===== src/hw/a2_glue_pkg.sv =====
package a2_glue_pkg;

    // Apple II data bus
    localparam int BUS_DATA_W = 8;

    // Audio source widths
    localparam int AUDIO_SRC_W = 10;
    localparam int AUDIO_EXT_W = 13;
    localparam int AUDIO_OUT_W = 16;

    // Speaker lands on the top bit of the extended word
    localparam int SPEAKER_SHIFT = 12;

    // 10-bit card audio moved up to the extended width
    localparam int SRC_SHIFT = 3;

    // Video
    localparam int COLOR_W = 8;
    localparam int SCREEN_COORD_W = 10;

    // Peripheral cards sharing the bus
    localparam int NUM_CARDS = 3;

    // Card positions in the read enable and IRQ vectors
    typedef enum logic [1:0] {
        CARD_SERIAL = 2'd0,
        CARD_SPRITE = 2'd1,
        CARD_SYNTH  = 2'd2
    } card_idx_e;

    typedef logic [BUS_DATA_W-1:0] bus_byte_t;

    typedef logic [AUDIO_OUT_W-1:0] audio_sample_t;

    typedef logic [COLOR_W-1:0] color_t;

endpackage


===== src/hw/bus_clock_sync.sv =====
`timescale 1ns/1ps

module bus_clock_sync #(
    parameter int DENOISE_CYCLES = 2
) (
    input  logic clk_logic_w,
    input  logic system_reset_n_w,
    input  logic bus_clk_i,
    output logic level_o,
    output logic rise_o,
    output logic fall_o
);

    localparam int CNT_W = (DENOISE_CYCLES > 1) ? $clog2(DENOISE_CYCLES) : 1;

    logic [1:0] sync_r;
    logic [CNT_W-1:0] stable_cnt_r;
    logic sync_w;
    logic differs_w;
    logic accept_w;

    assign sync_w = sync_r[1];
    assign differs_w = (sync_w != level_o);
    // Synchronized value has disagreed with the level long enough
    assign accept_w = differs_w && (stable_cnt_r == CNT_W'(DENOISE_CYCLES - 1));

    // Two-flop synchronizer for the asynchronous bus clock
    always_ff @(posedge clk_logic_w) begin
        if (!system_reset_n_w) begin
            sync_r <= 2'b00;
        end else begin
            sync_r <= {sync_r[0], bus_clk_i};
        end
    end

    // Glitch filter, any return to the current level restarts the count
    always_ff @(posedge clk_logic_w) begin
        if (!system_reset_n_w) begin
            stable_cnt_r <= '0;
            level_o      <= 1'b0;
            rise_o       <= 1'b0;
            fall_o       <= 1'b0;
        end else begin
            rise_o <= accept_w && sync_w;
            fall_o <= accept_w && !sync_w;
            if (!differs_w || accept_w) begin
                stable_cnt_r <= '0;
            end else begin
                stable_cnt_r <= stable_cnt_r + 1'b1;
            end
            if (accept_w) begin
                level_o <= sync_w;
            end
        end
    end

endmodule


===== src/hw/card_bus_arbiter.sv =====
`timescale 1ns/1ps

module card_bus_arbiter #(
    parameter bit BUS_DATA_OUT_ENABLE = 1'b1,
    parameter bit IRQ_OUT_ENABLE = 1'b1
) (
    input  logic                              clk_logic_w,
    input  logic                              system_reset_n_w,
    input  logic [a2_glue_pkg::NUM_CARDS-1:0] card_rd_en_i,
    input  a2_glue_pkg::bus_byte_t            serial_data_i,
    input  a2_glue_pkg::bus_byte_t            sprite_data_i,
    input  a2_glue_pkg::bus_byte_t            synth_data_i,
    input  a2_glue_pkg::bus_byte_t            bus_data_i,
    input  logic [a2_glue_pkg::NUM_CARDS-1:0] card_irq_n_i,
    output logic                              data_dir_o,
    output a2_glue_pkg::bus_byte_t            data_o,
    output logic                              irq_n_o
);

    import a2_glue_pkg::*;

    bus_byte_t data_next_w;
    logic dir_next_w;
    logic irq_n_next_w;

    // Fixed priority, serial card first
    always_comb begin
        if (card_rd_en_i[CARD_SERIAL]) begin
            data_next_w = serial_data_i;
        end else if (card_rd_en_i[CARD_SPRITE]) begin
            data_next_w = sprite_data_i;
        end else if (card_rd_en_i[CARD_SYNTH]) begin
            data_next_w = synth_data_i;
        end else begin
            // No card selected, echo the latched bus byte
            data_next_w = bus_data_i;
        end
    end

    // Drive the bus only when the build allows it
    assign dir_next_w = BUS_DATA_OUT_ENABLE && (|card_rd_en_i);

    // Open-drain style combine of the card interrupts
    assign irq_n_next_w = IRQ_OUT_ENABLE ? (&card_irq_n_i) : 1'b1;

    always_ff @(posedge clk_logic_w) begin
        if (!system_reset_n_w) begin
            data_dir_o <= 1'b0;
            data_o     <= '0;
            irq_n_o    <= 1'b1;
        end else begin
            data_dir_o <= dir_next_w;
            data_o     <= data_next_w;
            irq_n_o    <= irq_n_next_w;
        end
    end

endmodule


===== src/hw/audio_mixer.sv =====
`timescale 1ns/1ps

module audio_mixer #(
    parameter bit SPEAKER_ENABLE = 1'b1
) (
    input  logic                                clk_logic_w,
    input  logic                                system_reset_n_w,
    input  logic                                speaker_i,
    input  logic [a2_glue_pkg::AUDIO_SRC_W-1:0] sprite_audio_i,
    input  logic [a2_glue_pkg::AUDIO_SRC_W-1:0] synth_left_i,
    input  logic [a2_glue_pkg::AUDIO_SRC_W-1:0] synth_right_i,
    input  a2_glue_pkg::audio_sample_t          i2s_left_i,
    input  a2_glue_pkg::audio_sample_t          i2s_right_i,
    output a2_glue_pkg::audio_sample_t          audio_left_o,
    output a2_glue_pkg::audio_sample_t          audio_right_o
);

    import a2_glue_pkg::*;

    logic [AUDIO_EXT_W-1:0] speaker_ext_w;
    logic [AUDIO_EXT_W-1:0] sprite_ext_w;
    logic [AUDIO_EXT_W-1:0] synth_left_ext_w;
    logic [AUDIO_EXT_W-1:0] synth_right_ext_w;
    audio_sample_t mix_left_w;
    audio_sample_t mix_right_w;

    // Speaker is a single bit, weighted at the top of the extended word
    assign speaker_ext_w = SPEAKER_ENABLE ?
        (AUDIO_EXT_W'(speaker_i) << SPEAKER_SHIFT) : '0;

    // Card sources are unsigned, scaled up to the extended width
    assign sprite_ext_w      = AUDIO_EXT_W'(sprite_audio_i) << SRC_SHIFT;
    assign synth_left_ext_w  = AUDIO_EXT_W'(synth_left_i) << SRC_SHIFT;
    assign synth_right_ext_w = AUDIO_EXT_W'(synth_right_i) << SRC_SHIFT;

    // Sums wrap at 16 bits
    assign mix_left_w = AUDIO_OUT_W'(speaker_ext_w) + AUDIO_OUT_W'(sprite_ext_w)
                      + AUDIO_OUT_W'(synth_left_ext_w) + i2s_left_i;
    assign mix_right_w = AUDIO_OUT_W'(speaker_ext_w) + AUDIO_OUT_W'(sprite_ext_w)
                       + AUDIO_OUT_W'(synth_right_ext_w) + i2s_right_i;

    always_ff @(posedge clk_logic_w) begin
        if (!system_reset_n_w) begin
            audio_left_o  <= '0;
            audio_right_o <= '0;
        end else begin
            audio_left_o  <= mix_left_w;
            audio_right_o <= mix_right_w;
        end
    end

endmodule


===== src/hw/scanline_dimmer.sv =====
`timescale 1ns/1ps

module scanline_dimmer (
    input  logic                                   clk_logic_w,
    input  logic                                   system_reset_n_w,
    input  logic                                   scanlines_en_i,
    input  logic [a2_glue_pkg::SCREEN_COORD_W-1:0] screen_y_i,
    input  a2_glue_pkg::color_t                    r_i,
    input  a2_glue_pkg::color_t                    g_i,
    input  a2_glue_pkg::color_t                    b_i,
    output a2_glue_pkg::color_t                    r_o,
    output a2_glue_pkg::color_t                    g_o,
    output a2_glue_pkg::color_t                    b_o
);

    import a2_glue_pkg::*;

    logic dim_w;

    // Odd lines only
    assign dim_w = scanlines_en_i && screen_y_i[0];

    always_ff @(posedge clk_logic_w) begin
        if (!system_reset_n_w) begin
            r_o <= '0;
            g_o <= '0;
            b_o <= '0;
        end else if (dim_w) begin
            // Half brightness, zero fill from the top
            r_o <= r_i >> 1;
            g_o <= g_i >> 1;
            b_o <= b_i >> 1;
        end else begin
            r_o <= r_i;
            g_o <= g_i;
            b_o <= b_i;
        end
    end

endmodule


===== src/hw/a2_card_glue.sv =====
`timescale 1ns/1ps

module a2_card_glue #(
    parameter int DENOISE_CYCLES = 2,
    parameter bit BUS_DATA_OUT_ENABLE = 1'b1,
    parameter bit IRQ_OUT_ENABLE = 1'b1,
    parameter bit SPEAKER_ENABLE = 1'b1
) (
    input  logic                                   clk_logic_w,
    input  logic                                   system_reset_n_w,

    // Apple bus clocks
    input  logic                                   a2_phi1_i,
    input  logic                                   a2_q3_i,
    input  logic                                   a2_7m_i,

    // Recovered clocks and edges
    output logic                                   phi1_o,
    output logic                                   phi0_o,
    output logic                                   phi1_rise_o,
    output logic                                   phi1_fall_o,
    output logic                                   q3_rise_o,
    output logic                                   q3_fall_o,
    output logic                                   c7m_rise_o,
    output logic                                   c7m_fall_o,

    // Card read data and interrupts
    input  logic [a2_glue_pkg::NUM_CARDS-1:0]      card_rd_en_i,
    input  a2_glue_pkg::bus_byte_t                 serial_data_i,
    input  a2_glue_pkg::bus_byte_t                 sprite_data_i,
    input  a2_glue_pkg::bus_byte_t                 synth_data_i,
    input  a2_glue_pkg::bus_byte_t                 bus_data_i,
    input  logic [a2_glue_pkg::NUM_CARDS-1:0]      card_irq_n_i,
    output logic                                   data_dir_o,
    output a2_glue_pkg::bus_byte_t                 data_o,
    output logic                                   irq_n_o,

    // Audio
    input  logic                                   speaker_i,
    input  logic [a2_glue_pkg::AUDIO_SRC_W-1:0]    sprite_audio_i,
    input  logic [a2_glue_pkg::AUDIO_SRC_W-1:0]    synth_left_i,
    input  logic [a2_glue_pkg::AUDIO_SRC_W-1:0]    synth_right_i,
    input  a2_glue_pkg::audio_sample_t             i2s_left_i,
    input  a2_glue_pkg::audio_sample_t             i2s_right_i,
    output a2_glue_pkg::audio_sample_t             audio_left_o,
    output a2_glue_pkg::audio_sample_t             audio_right_o,

    // Video
    input  logic                                   scanlines_en_i,
    input  logic [a2_glue_pkg::SCREEN_COORD_W-1:0] screen_y_i,
    input  a2_glue_pkg::color_t                    r_i,
    input  a2_glue_pkg::color_t                    g_i,
    input  a2_glue_pkg::color_t                    b_i,
    output a2_glue_pkg::color_t                    r_o,
    output a2_glue_pkg::color_t                    g_o,
    output a2_glue_pkg::color_t                    b_o
);

    // Phi0 is the complement of phi1
    assign phi0_o = ~phi1_o;

    bus_clock_sync #(
        .DENOISE_CYCLES(DENOISE_CYCLES)
    ) u_phi1_sync (
        .clk_logic_w     (clk_logic_w),
        .system_reset_n_w(system_reset_n_w),
        .bus_clk_i       (a2_phi1_i),
        .level_o         (phi1_o),
        .rise_o          (phi1_rise_o),
        .fall_o          (phi1_fall_o)
    );

    // Only the edges of Q3 and 7M are needed
    bus_clock_sync #(
        .DENOISE_CYCLES(DENOISE_CYCLES)
    ) u_q3_sync (
        .clk_logic_w     (clk_logic_w),
        .system_reset_n_w(system_reset_n_w),
        .bus_clk_i       (a2_q3_i),
        .level_o         (),
        .rise_o          (q3_rise_o),
        .fall_o          (q3_fall_o)
    );

    bus_clock_sync #(
        .DENOISE_CYCLES(DENOISE_CYCLES)
    ) u_c7m_sync (
        .clk_logic_w     (clk_logic_w),
        .system_reset_n_w(system_reset_n_w),
        .bus_clk_i       (a2_7m_i),
        .level_o         (),
        .rise_o          (c7m_rise_o),
        .fall_o          (c7m_fall_o)
    );

    card_bus_arbiter #(
        .BUS_DATA_OUT_ENABLE(BUS_DATA_OUT_ENABLE),
        .IRQ_OUT_ENABLE     (IRQ_OUT_ENABLE)
    ) u_arbiter (
        .clk_logic_w     (clk_logic_w),
        .system_reset_n_w(system_reset_n_w),
        .card_rd_en_i    (card_rd_en_i),
        .serial_data_i   (serial_data_i),
        .sprite_data_i   (sprite_data_i),
        .synth_data_i    (synth_data_i),
        .bus_data_i      (bus_data_i),
        .card_irq_n_i    (card_irq_n_i),
        .data_dir_o      (data_dir_o),
        .data_o          (data_o),
        .irq_n_o         (irq_n_o)
    );

    audio_mixer #(
        .SPEAKER_ENABLE(SPEAKER_ENABLE)
    ) u_mixer (
        .clk_logic_w     (clk_logic_w),
        .system_reset_n_w(system_reset_n_w),
        .speaker_i       (speaker_i),
        .sprite_audio_i  (sprite_audio_i),
        .synth_left_i    (synth_left_i),
        .synth_right_i   (synth_right_i),
        .i2s_left_i      (i2s_left_i),
        .i2s_right_i     (i2s_right_i),
        .audio_left_o    (audio_left_o),
        .audio_right_o   (audio_right_o)
    );

    scanline_dimmer u_dimmer (
        .clk_logic_w     (clk_logic_w),
        .system_reset_n_w(system_reset_n_w),
        .scanlines_en_i  (scanlines_en_i),
        .screen_y_i      (screen_y_i),
        .r_i             (r_i),
        .g_i             (g_i),
        .b_i             (b_i),
        .r_o             (r_o),
        .g_o             (g_o),
        .b_o             (b_o)
    );

endmodule


===== config.mk =====
export PLATFORM = sky130hd
export DESIGN_NAME = a2_card_glue
export DESIGN_NICKNAME = d
export VERILOG_FILES = /design/src/hw/a2_glue_pkg.sv /design/src/hw/bus_clock_sync.sv /design/src/hw/card_bus_arbiter.sv /design/src/hw/audio_mixer.sv /design/src/hw/scanline_dimmer.sv /design/src/hw/a2_card_glue.sv
export SDC_FILE = /design/constraint.sdc
export NUM_CORES = 1
export LEC_CHECK = 0
export BUFFER_PORTS_ARGS = -buffer_cell sky130_fd_sc_hd__buf_2
export CAP_MARGIN = 20
export CORE_AREA = 2 2 87 130
export DETAILED_ROUTE_END_ITERATION = 6
export DIE_AREA = 0 0 89 132
export PLACE_DENSITY = 0.7
export SETUP_SLACK_MARGIN = 0.4
export SLEW_MARGIN = 5
export SYNTH_ARGS = -nofsm -noshare
export SYNTH_HDL_FRONTEND = slang
export SYNTH_SLANG_ARGS = --single-unit
export TNS_END_PERCENT = 1

===== constraint.sdc =====
create_clock -name clk_logic_w -period 3.45 [get_ports clk_logic_w]
set_input_delay 0.69 -clock clk_logic_w [delete_from_list [all_inputs] [get_ports clk_logic_w]]
set_output_delay 0.69 -clock clk_logic_w [all_outputs]
set_load 0.05 [all_outputs]

==> impl_metrics.csv, run 1 <==
group,metric,value,unit
hold_path,timing.hold.worst.start,"u_q3_sync.sync_r[0]$_SDFF_PN0_",
clock_tree,cts_hold_buf,0,
synth,synth_adder_area_share,18.1,%
clock_tree,path_clk_slew,0.06,ns
synth,synth-edff-count,0,
global_routing,grt_antenna_before_repair,0,
job,maxCapViolations,0,
pwr,netSwitchingFraction,37.2,%
clock_tree,cts_setup_buffers,0,
setup_path,cpLargestDelayFamily,"adder cells",
synth,yosys.area_share.simple,16.5,%
synth,post_synth_instance_area,4160,um^2
setup_path,path_common_cell,"sky130_fd_sc_hd__fa_1",
pwr,combinationalPowerShare,35.0,%
pwr,clock_power_share,30.7,%
routing,drc_errors,0,
clock_tree,cts_sinks,84,
synth,synth_top_family_by_area,"adder cells",
routing,first_iter_violations,87,
sta,timing.final.setup_violations,0,
sta,timing.clock.skew,0.00382,ns
clock_tree,cts_buffer_depth,2,
setup_path,worst_path_class_setup,"in2reg",
routing,route.met2.wl,5.89,mm
sta,max_freq,353,MHz
clock_tree,cts.root.buffer_cell,"sky130_fd_sc_hd__clkbuf_16",
hold_path,holdPathStages,1,
die,die_area,11700,um^2
sta,timing.final.hold_violations,0,
setup_path,cp.required,3.63,ns
global_routing,globalRouteOverflowTotal,0,
die,die_width,89,um
setup_path,critical-path-slowest-cell,"sky130_fd_sc_hd__fa_1",
routing,dr_wl_met3,547,um
cells_and_area,final_net_count,837,
synth,synth_cells,449,
hold_path,timing.hold.worst_endpoint,"u_q3_sync.sync_r[1]$_SDFF_PN0_",
clock_tree,cts_inserted_buffers,9,
synth,synth-seq-cells,84,
synth,synth-seq-area-share,40.4,%
die,fp.coreArea,10600,um^2
setup_path,setup.worst_path.start_class,"input port",
die,num_rows,46,
cells_and_area,antenna-diode-count,0,
status,outcome,"complete, no violations",
routing,routed_via_density,4.76,
sta,timing.final.crit_share,82.1,%
global_routing,grt_start_max_net_pins,54,
clock_tree,ctsResizeCount,0,
synth,yosys_warnings,0,
pwr,vdd_drop_max,0.000281,V
setup_path,regToRegEndpoint,"u_phi1_sync.level_o$_SDFFE_PN0P_",
setup_path,worstRegToRegCells,2,
setup_path,critPathCaptureType,"register",
setup_path,worstPathBufferInverterCount,1,
routing,routed_wl,11.0,mm
placed_design,placement.setup.worst_slack,0.256,ns
synth,synth-compound-area-share,12.9,%
placed_design,io_buffer_count,205,
routing,wl_per_cell,13.7,um
synth,xor_xnor_share_of_the_synthesized_area,2.95,%
clock_tree,tritoncts_clock_tree,"yes",
sta,post-route-min-period,2.83,ns
global_routing,first_global_vias,3876,
setup_path,r2r_setup_slack,2.69,ns
sta,totalNegativeSetupSlack,0,ns
sta,worst-slew-pin-transition,0.899,ns
setup_path,crit_path_max_incr_delay,0.48,ns
routing,vias,3800,
cells_and_area,synthToLayoutAreaGrowth,35.2,%
placed_design,gpl.final_weighted_congestion,0.897,
setup_path,r2r-start,"u_phi1_sync.stable_cnt_r$_SDFF_PP0_",
synth,async_flop_share,0,%
sta,final-max-slew-violation-count,0,
pwr,p_leak,2.85,nW
clock_tree,clk-insertion-delay-late,0.33,ns
routing,routed_antenna_nets,0,
routing,drt_first_pass_iters,4,
routing,topRoutingLayerUsed,"met4",
sta,timing.hold.ws,0.439,ns
synth,avgSynthCellArea,9.26,um^2
die,initial_utilization,39.3,%
synth,postSynthNetCount,637,
sta,worst_slew_margin_rel,40.0,%
synth,synthMuxAreaShare,5.29,%
sta,rsz0062_at_grt,"false",
cells_and_area,fin_util,53.1,%
clock_tree,cts_htree_levels,3,
synth,synth-main-ff-cell,"sky130_fd_sc_hd__dfxtp_1",
placed_design,detailedPlacementHpwl,8.71,mm
pwr,total_switching_power,1.19,mW
die,die_height,132,um
pwr,pwr-share-seq,34.3,%
global_routing,gr-usage-all-layers,19.1,%
sta,worst_slack,0.617,ns
cells_and_area,drive_above_1_share,35.0,%
die,floorplan.io_pins,215,
synth,synth_cell_types,39,
routing,wirelength_met1,4.21,mm
pwr,power.internal,2.01,mW
pwr,pwr_density_cell,569,nW/um^2
setup_path,critical_path.cell_chain,"buf_2 -> fa_1 -> ha_1 -> fa_1 -> a211oi_2 -> o21bai_1 -> o31ai_1 -> xor2_1 -> nor2_1",
hold_path,worstHoldPathType,"reg2reg",
setup_path,cp_max_fo,3,
global_routing,grt_first_pass_wirelength,17.7,mm
setup_path,critPathArrivalTime,3.02,ns
[state kept, by name, indices dropped and copies added, names as in the netlist, 2 cells and up]
register               flops
u_dimmer.b_o               8
u_dimmer.r_o               8
u_phi1_sync.sync_r         2
u_q3_sync.sync_r           2
u_arbiter.data_o           8
u_c7m_sync.sync_r          2
u_mixer.audio_right_o     16
u_mixer.audio_left_o      16
u_dimmer.g_o               8
[worst reg2reg max path, delay by kind of cell, from the launching register on]
kind / cells / cell delay, ns
flip-flops: 1 / 0.37
multiplexers: 1 / 0.19
AND/OR/NAND/NOR: 1 / 0.05
[power groups by stage]
stage	registers [mW]	clock network (mW)	logic, mW
CTS	1.10	1.01	1.12
floorplan	1.47	0	0.465
global route	1.11	1.05	1.22
finish	1.10	0.983	1.12
detailed placement	1.12	0	1.12
global placement	1.12	0	1.10
[cell families (layout without fill, tap and decap cells)]
kind of cell | after synthesis | count (layout)
and+or+nand+nor | 151 | 151
AOI/OAI and AO/OA | 90 | 90
DFF | 84 | 84
adders and majority gates | 47 | 47
buffers and inverters | 41 | 246
muxes | 22 | 22
xor gates and xnor gates | 14 | 14
[cell usage in the layout (no fill, tap or decap), types with 2 or more instances in the layout]
cell	count
sky130_fd_sc_hd__a211oi_1	4
sky130_fd_sc_hd__a21o_1	4
sky130_fd_sc_hd__a21oi_1	43
sky130_fd_sc_hd__and2_1	17
sky130_fd_sc_hd__and3_1	3
sky130_fd_sc_hd__buf_2	205
sky130_fd_sc_hd__clkbuf_16	9
sky130_fd_sc_hd__clkinv_4	2
sky130_fd_sc_hd__dfxtp_1	84
sky130_fd_sc_hd__fa_1	22
sky130_fd_sc_hd__ha_1	25
sky130_fd_sc_hd__inv_1	23
sky130_fd_sc_hd__inv_6	2
sky130_fd_sc_hd__mux2i_1	22
sky130_fd_sc_hd__nand2_1	66
sky130_fd_sc_hd__nand2b_1	3
sky130_fd_sc_hd__nand3_1	3
sky130_fd_sc_hd__nand4_1	2
sky130_fd_sc_hd__nor2_1	37
sky130_fd_sc_hd__nor3_1	9
sky130_fd_sc_hd__nor3b_1	6
sky130_fd_sc_hd__o211ai_1	2
sky130_fd_sc_hd__o21a_1	4
sky130_fd_sc_hd__o21ai_0	21
sky130_fd_sc_hd__o21bai_1	2
sky130_fd_sc_hd__o31a_1	2
sky130_fd_sc_hd__xnor2_1	5
sky130_fd_sc_hd__xor2_1	9
[metrics by stage]
| step | power [mW] | instance area (um^2) | instances |
|---|---|---|---|
| after floorplan | 1.94 | 4160 | 449 |
| after global placement | 2.22 | 5310 | 782 |
| after detailed placement | 2.24 | 5310 | 782 |
| after CTS | 3.23 | 5620 | 798 |
| after global routing | 3.38 | 5620 | 798 |
| final | 3.20 | 5620 | 798 |
[routing by layer]
| metal | vias up | GRT usage (%) |
|---|---|---|
| li1 | 1909 | - |
| met1 | 1731 | 20.9 |
| met2 | 138 | 34.6 |
| met3 | 22 | 3.63 |
| met4 | 0 | 8.04 |
| met5 | - | 0 |
[layout make-up]
| cell class | instances | area [um^2] |
|---|---|---|
| Fill cell | 1031 | 4970 |
| Multi-Input combinational cell | 324 | 2330 |
| Sequential cell | 84 | 1680 |
| Timing Repair Buffer | 206 | 1030 |
| Clock buffer | 9 | 225 |
| Tap cell | 144 | 180 |
| Inverter | 24 | 90.1 |
| Clock inverter | 7 | 86.3 |
[cell usage after synthesis, drive strengths merged (2+ instances only)]
cell type,instances,area [um^2]
a211oi,5,37.5
a21o,4,30.0
a21oi,44,224
and2,17,106
and3,3,18.8
clkbuf,16,60.1
dfxtp,84,1680
fa,22,440
ha,25,313
inv,24,90.1
mux2i,22,220
nand2,66,248
nand2b,3,18.8
nand3,3,15.0
nand4,2,12.5
nor2,37,139
nor3,9,45.0
nor3b,6,45.0
o211ai,2,15.0
o21a,4,30.0
o21ai,21,105
o21bai,2,15.0
o31a,2,17.5
or2,2,12.5
xnor2,5,43.8
xor2,9,78.8
[how the worst max path moves through the flow]
stage          slack, ns                              endpoint               from  cells past startpoint
2_1_floorplan       0.65  u_mixer.audio_right_o[12]$_SDFF_PN0_  sprite_audio_i[1]                      8
3_3_place_gp        0.26  u_mixer.audio_right_o[12]$_SDFF_PN0_  sprite_audio_i[1]                      9
3_5_place_dp        0.26  u_mixer.audio_right_o[12]$_SDFF_PN0_  sprite_audio_i[1]                      9
4_1_cts             0.59  u_mixer.audio_right_o[12]$_SDFF_PN0_  sprite_audio_i[1]                      9
5_1_grt             0.51  u_mixer.audio_right_o[12]$_SDFF_PN0_  sprite_audio_i[1]                      9
6_report            0.62  u_mixer.audio_right_o[12]$_SDFF_PN0_  sprite_audio_i[1]                      9
No activity file was read; power rests on OpenSTA's default activity.
==> run 2, diff against run 1 <==
==> constraint.sdc (replaced) <==
create_clock -name clk_logic_w -period 2.8 [get_ports clk_logic_w]
set_input_delay 0.56 -clock clk_logic_w [delete_from_list [all_inputs] [get_ports clk_logic_w]]
set_output_delay 0.56 -clock clk_logic_w [all_outputs]
set_load 0.05 [all_outputs]
==> run 2 against run 1 <==
Compared with the run above: routed wire length is 3.8% higher; register-to-register slack worse by 0.71 ns; sequential cell count stayed put; combinational power is 28% higher; via count is 2.9% higher; count of clock-buffer cells in the layout stayed put; clock power is 32% higher; critical path depth is 1 higher; non-clock buffer count is 10 higher; highest routed layer unchanged.
==> impl_metrics.csv, run 2 (synthesis gave the netlist of run 1 again) <==
group,metric,value,unit
status,outcome,"complete, no violations",
clock_tree,cts_inserted_buffers,9,
cells_and_area,register_area,1680,um^2
global_routing,gr-usage-all-layers,19.9,%
cells_and_area,mostFrequentLayoutCell,"sky130_fd_sc_hd__buf_2",
clock_tree,clk-insertion-delay-late,0.33,ns
cells_and_area,instances_no_fill,808,
cells_and_area,area_of_combinational_cells_with_multiple_inputs,2360,um^2
setup_path,worst_path_class_setup,"in2reg",
clock_tree,cts_sinks,84,
sta,timing.hold.ws,0.428,ns
placed_design,placement.setup.worst_slack,-0.0134,ns
setup_path,critical_path.cell_chain,"buf_2 -> fa_1 -> ha_2 -> inv_1 -> fa_2 -> nor2b_4 -> o31a_1 -> o41ai_2 -> xor2_1 -> nor2_1",
cells_and_area,synthToLayoutAreaGrowth,38.9,%
routing,route.met2.wl,6.09,mm
pwr,pwr_density_cell,707,nW/um^2
sta,rsz0062_at_grt,"true",
cells_and_area,layout.cells.most_common_list,"sky130_fd_sc_hd__buf_2 (203), sky130_fd_sc_hd__dfxtp_1 (84), sky130_fd_sc_hd__nand2_1 (66)",
clock_tree,cts_htree_levels,3,
setup_path,setup.worst_path.start_class,"input port",
hold_path,worstHoldPathType,"in2reg",
clock_tree,tritoncts_clock_tree,"yes",
routing,wirelength_met1,4.16,mm
routing,first_iter_violations,126,
sta,timing.clock.skew,0.00588,ns
routing,routed_antenna_nets,0,
setup_path,critPathCaptureType,"register",
placed_design,placed_cells,791,
sta,timing.final.hold_violations,0,
global_routing,globalRouteOverflowTotal,0,
clock_tree,cts.root.buffer_cell,"sky130_fd_sc_hd__clkbuf_16",
setup_path,critical-path-slowest-cell,"sky130_fd_sc_hd__fa_1",
routing,wl_per_cell,14.1,um
die,num_rows,46,
placed_design,io_buffer_count,205,
routing,routed_via_density,4.84,
pwr,design_power_total,4.09,mW
sta,worst_slack,0.355,ns
cells_and_area,antenna-diode-count,0,
setup_path,r2r_setup_slack,1.98,ns
sta,worst_slew_margin_rel,48.5,%
die,initial_utilization,39.3,%
clock_tree,path_clk_slew,0.07,ns
setup_path,critPathArrivalTime,2.67,ns
placed_design,placed_cell_area,5390,um^2
die,die_area,11700,um^2
routing,routed_wl,11.4,mm
cells_and_area,final_net_count,847,
cells_and_area,design_area,5780,um^2
die,floorplan.io_pins,215,
routing,drt_first_pass_iters,4,
die,fp.coreArea,10600,um^2
sta,worst-slew-pin-transition,0.771,ns
setup_path,cp_max_fo,4,
pwr,p_leak,2.91,nW
routing,drc_errors,0,
sta,final-max-slew-violation-count,0,
global_routing,first_global_vias,4036,
placed_design,gpl.final_weighted_congestion,0.895,
setup_path,cp.required,3.02,ns
global_routing,grt_start_max_net_pins,32,
sta,timing.final.crit_share,87.3,%
cells_and_area,fill_cells,1030,
sta,post-route-min-period,2.45,ns
global_routing,grt_first_pass_wirelength,18.3,mm
cells_and_area,drive_above_1_share,36.9,%
routing,dr_wl_met3,630,um
die,die_height,132,um
placed_design,detailedPlacementHpwl,8.98,mm
clock_tree,cts_buffer_depth,2,
pwr,vdd_drop_max,0.000397,V
routing,topRoutingLayerUsed,"met4",
sta,max_freq,409,MHz
global_routing,grt_antenna_before_repair,0,
sta,timing.final.setup_violations,0,
setup_path,crit_path_max_incr_delay,0.48,ns
die,die_width,89,um
routing,vias,3910,
job,maxCapViolations,0,
cells_and_area,biggestRegsByFlops,"u_mixer.audio_left_o (16), u_mixer.audio_right_o (16)",
-- run 2: layout make-up --
type,count,share of cell area (%)
clock buffers,9,3.90
multi-input cells,324,40.9
inverters,24,1.56
clock inverters,7,1.93
repair buffers,216,19.5
flip-flops and latches,84,29.1
well taps,144,3.12
-- run 2: layer usage --
| layer | GRT usage, % | vias to the layer above |
|---|---|---|
| met3 | 4.76 | 41 |
| li1 | - | 1927 |
| met2 | 35.7 | 146 |
| met4 | 10.5 | 0 |
| met1 | 20.5 | 1796 |
| met5 | 0 | - |
-- run 2: per-stage QoR --
stage                     setup TNS, ns  utilization [%]
after floorplan                       0                -
after global placement          -0.0146             50.9
after detailed placement        -0.0354             50.9
after CTS                             0             54.2
after global routing                  0             54.5
final                                 0             54.5
-- run 2: path summary, 6_finish.rpt --
| check | startpoint | cells past startpoint | end |
|---|---|---|---|
| setup / recovery | sprite_audio_i[1] | 10 | u_mixer.audio_left_o[12]$_SDFF_PN0_ |
| hold / removal | a2_phi1_i | 2 | u_phi1_sync.sync_r[0]$_SDFF_PN0_ |
| setup reg to reg | u_c7m_sync.stable_cnt_r$_SDFF_PP0_ | 2 | u_c7m_sync.level_o$_SDFFE_PN0P_ |
| hold reg to reg | u_phi1_sync.sync_r[0]$_SDFF_PN0_ | 1 | u_phi1_sync.sync_r[1]$_SDFF_PN0_ |
-- run 2: worst max-delay path, delay by kind of cell --
family / cells / cell delay, ns
AOI/OAI and AO/OA: 2 / 0.63
xor gates and xnor gates: 1 / 0.23
adders and majority gates: 3 / 0.92
buffers and inverters: 2 / 0.21
and+or+nand+nor: 2 / 0.11
-- run 2: what timing repair did --
item | 4_1_cts | 5_1_grt
pin swaps | 0 | 10
hold buffers | 0 | 0
resized for setup | 1 | 6
setup buffers | 0 | 1
gates cloned | 0 | 0
endpoints found under the setup margin | 6 | 13
-- run 2: power by group --
group | total, mW | switching [mW] | internal [mW]
clock | 1.30 | 0.507 | 0.797
sequential | 1.35 | 0.0321 | 1.32
combinational | 1.43 | 0.945 | 0.483
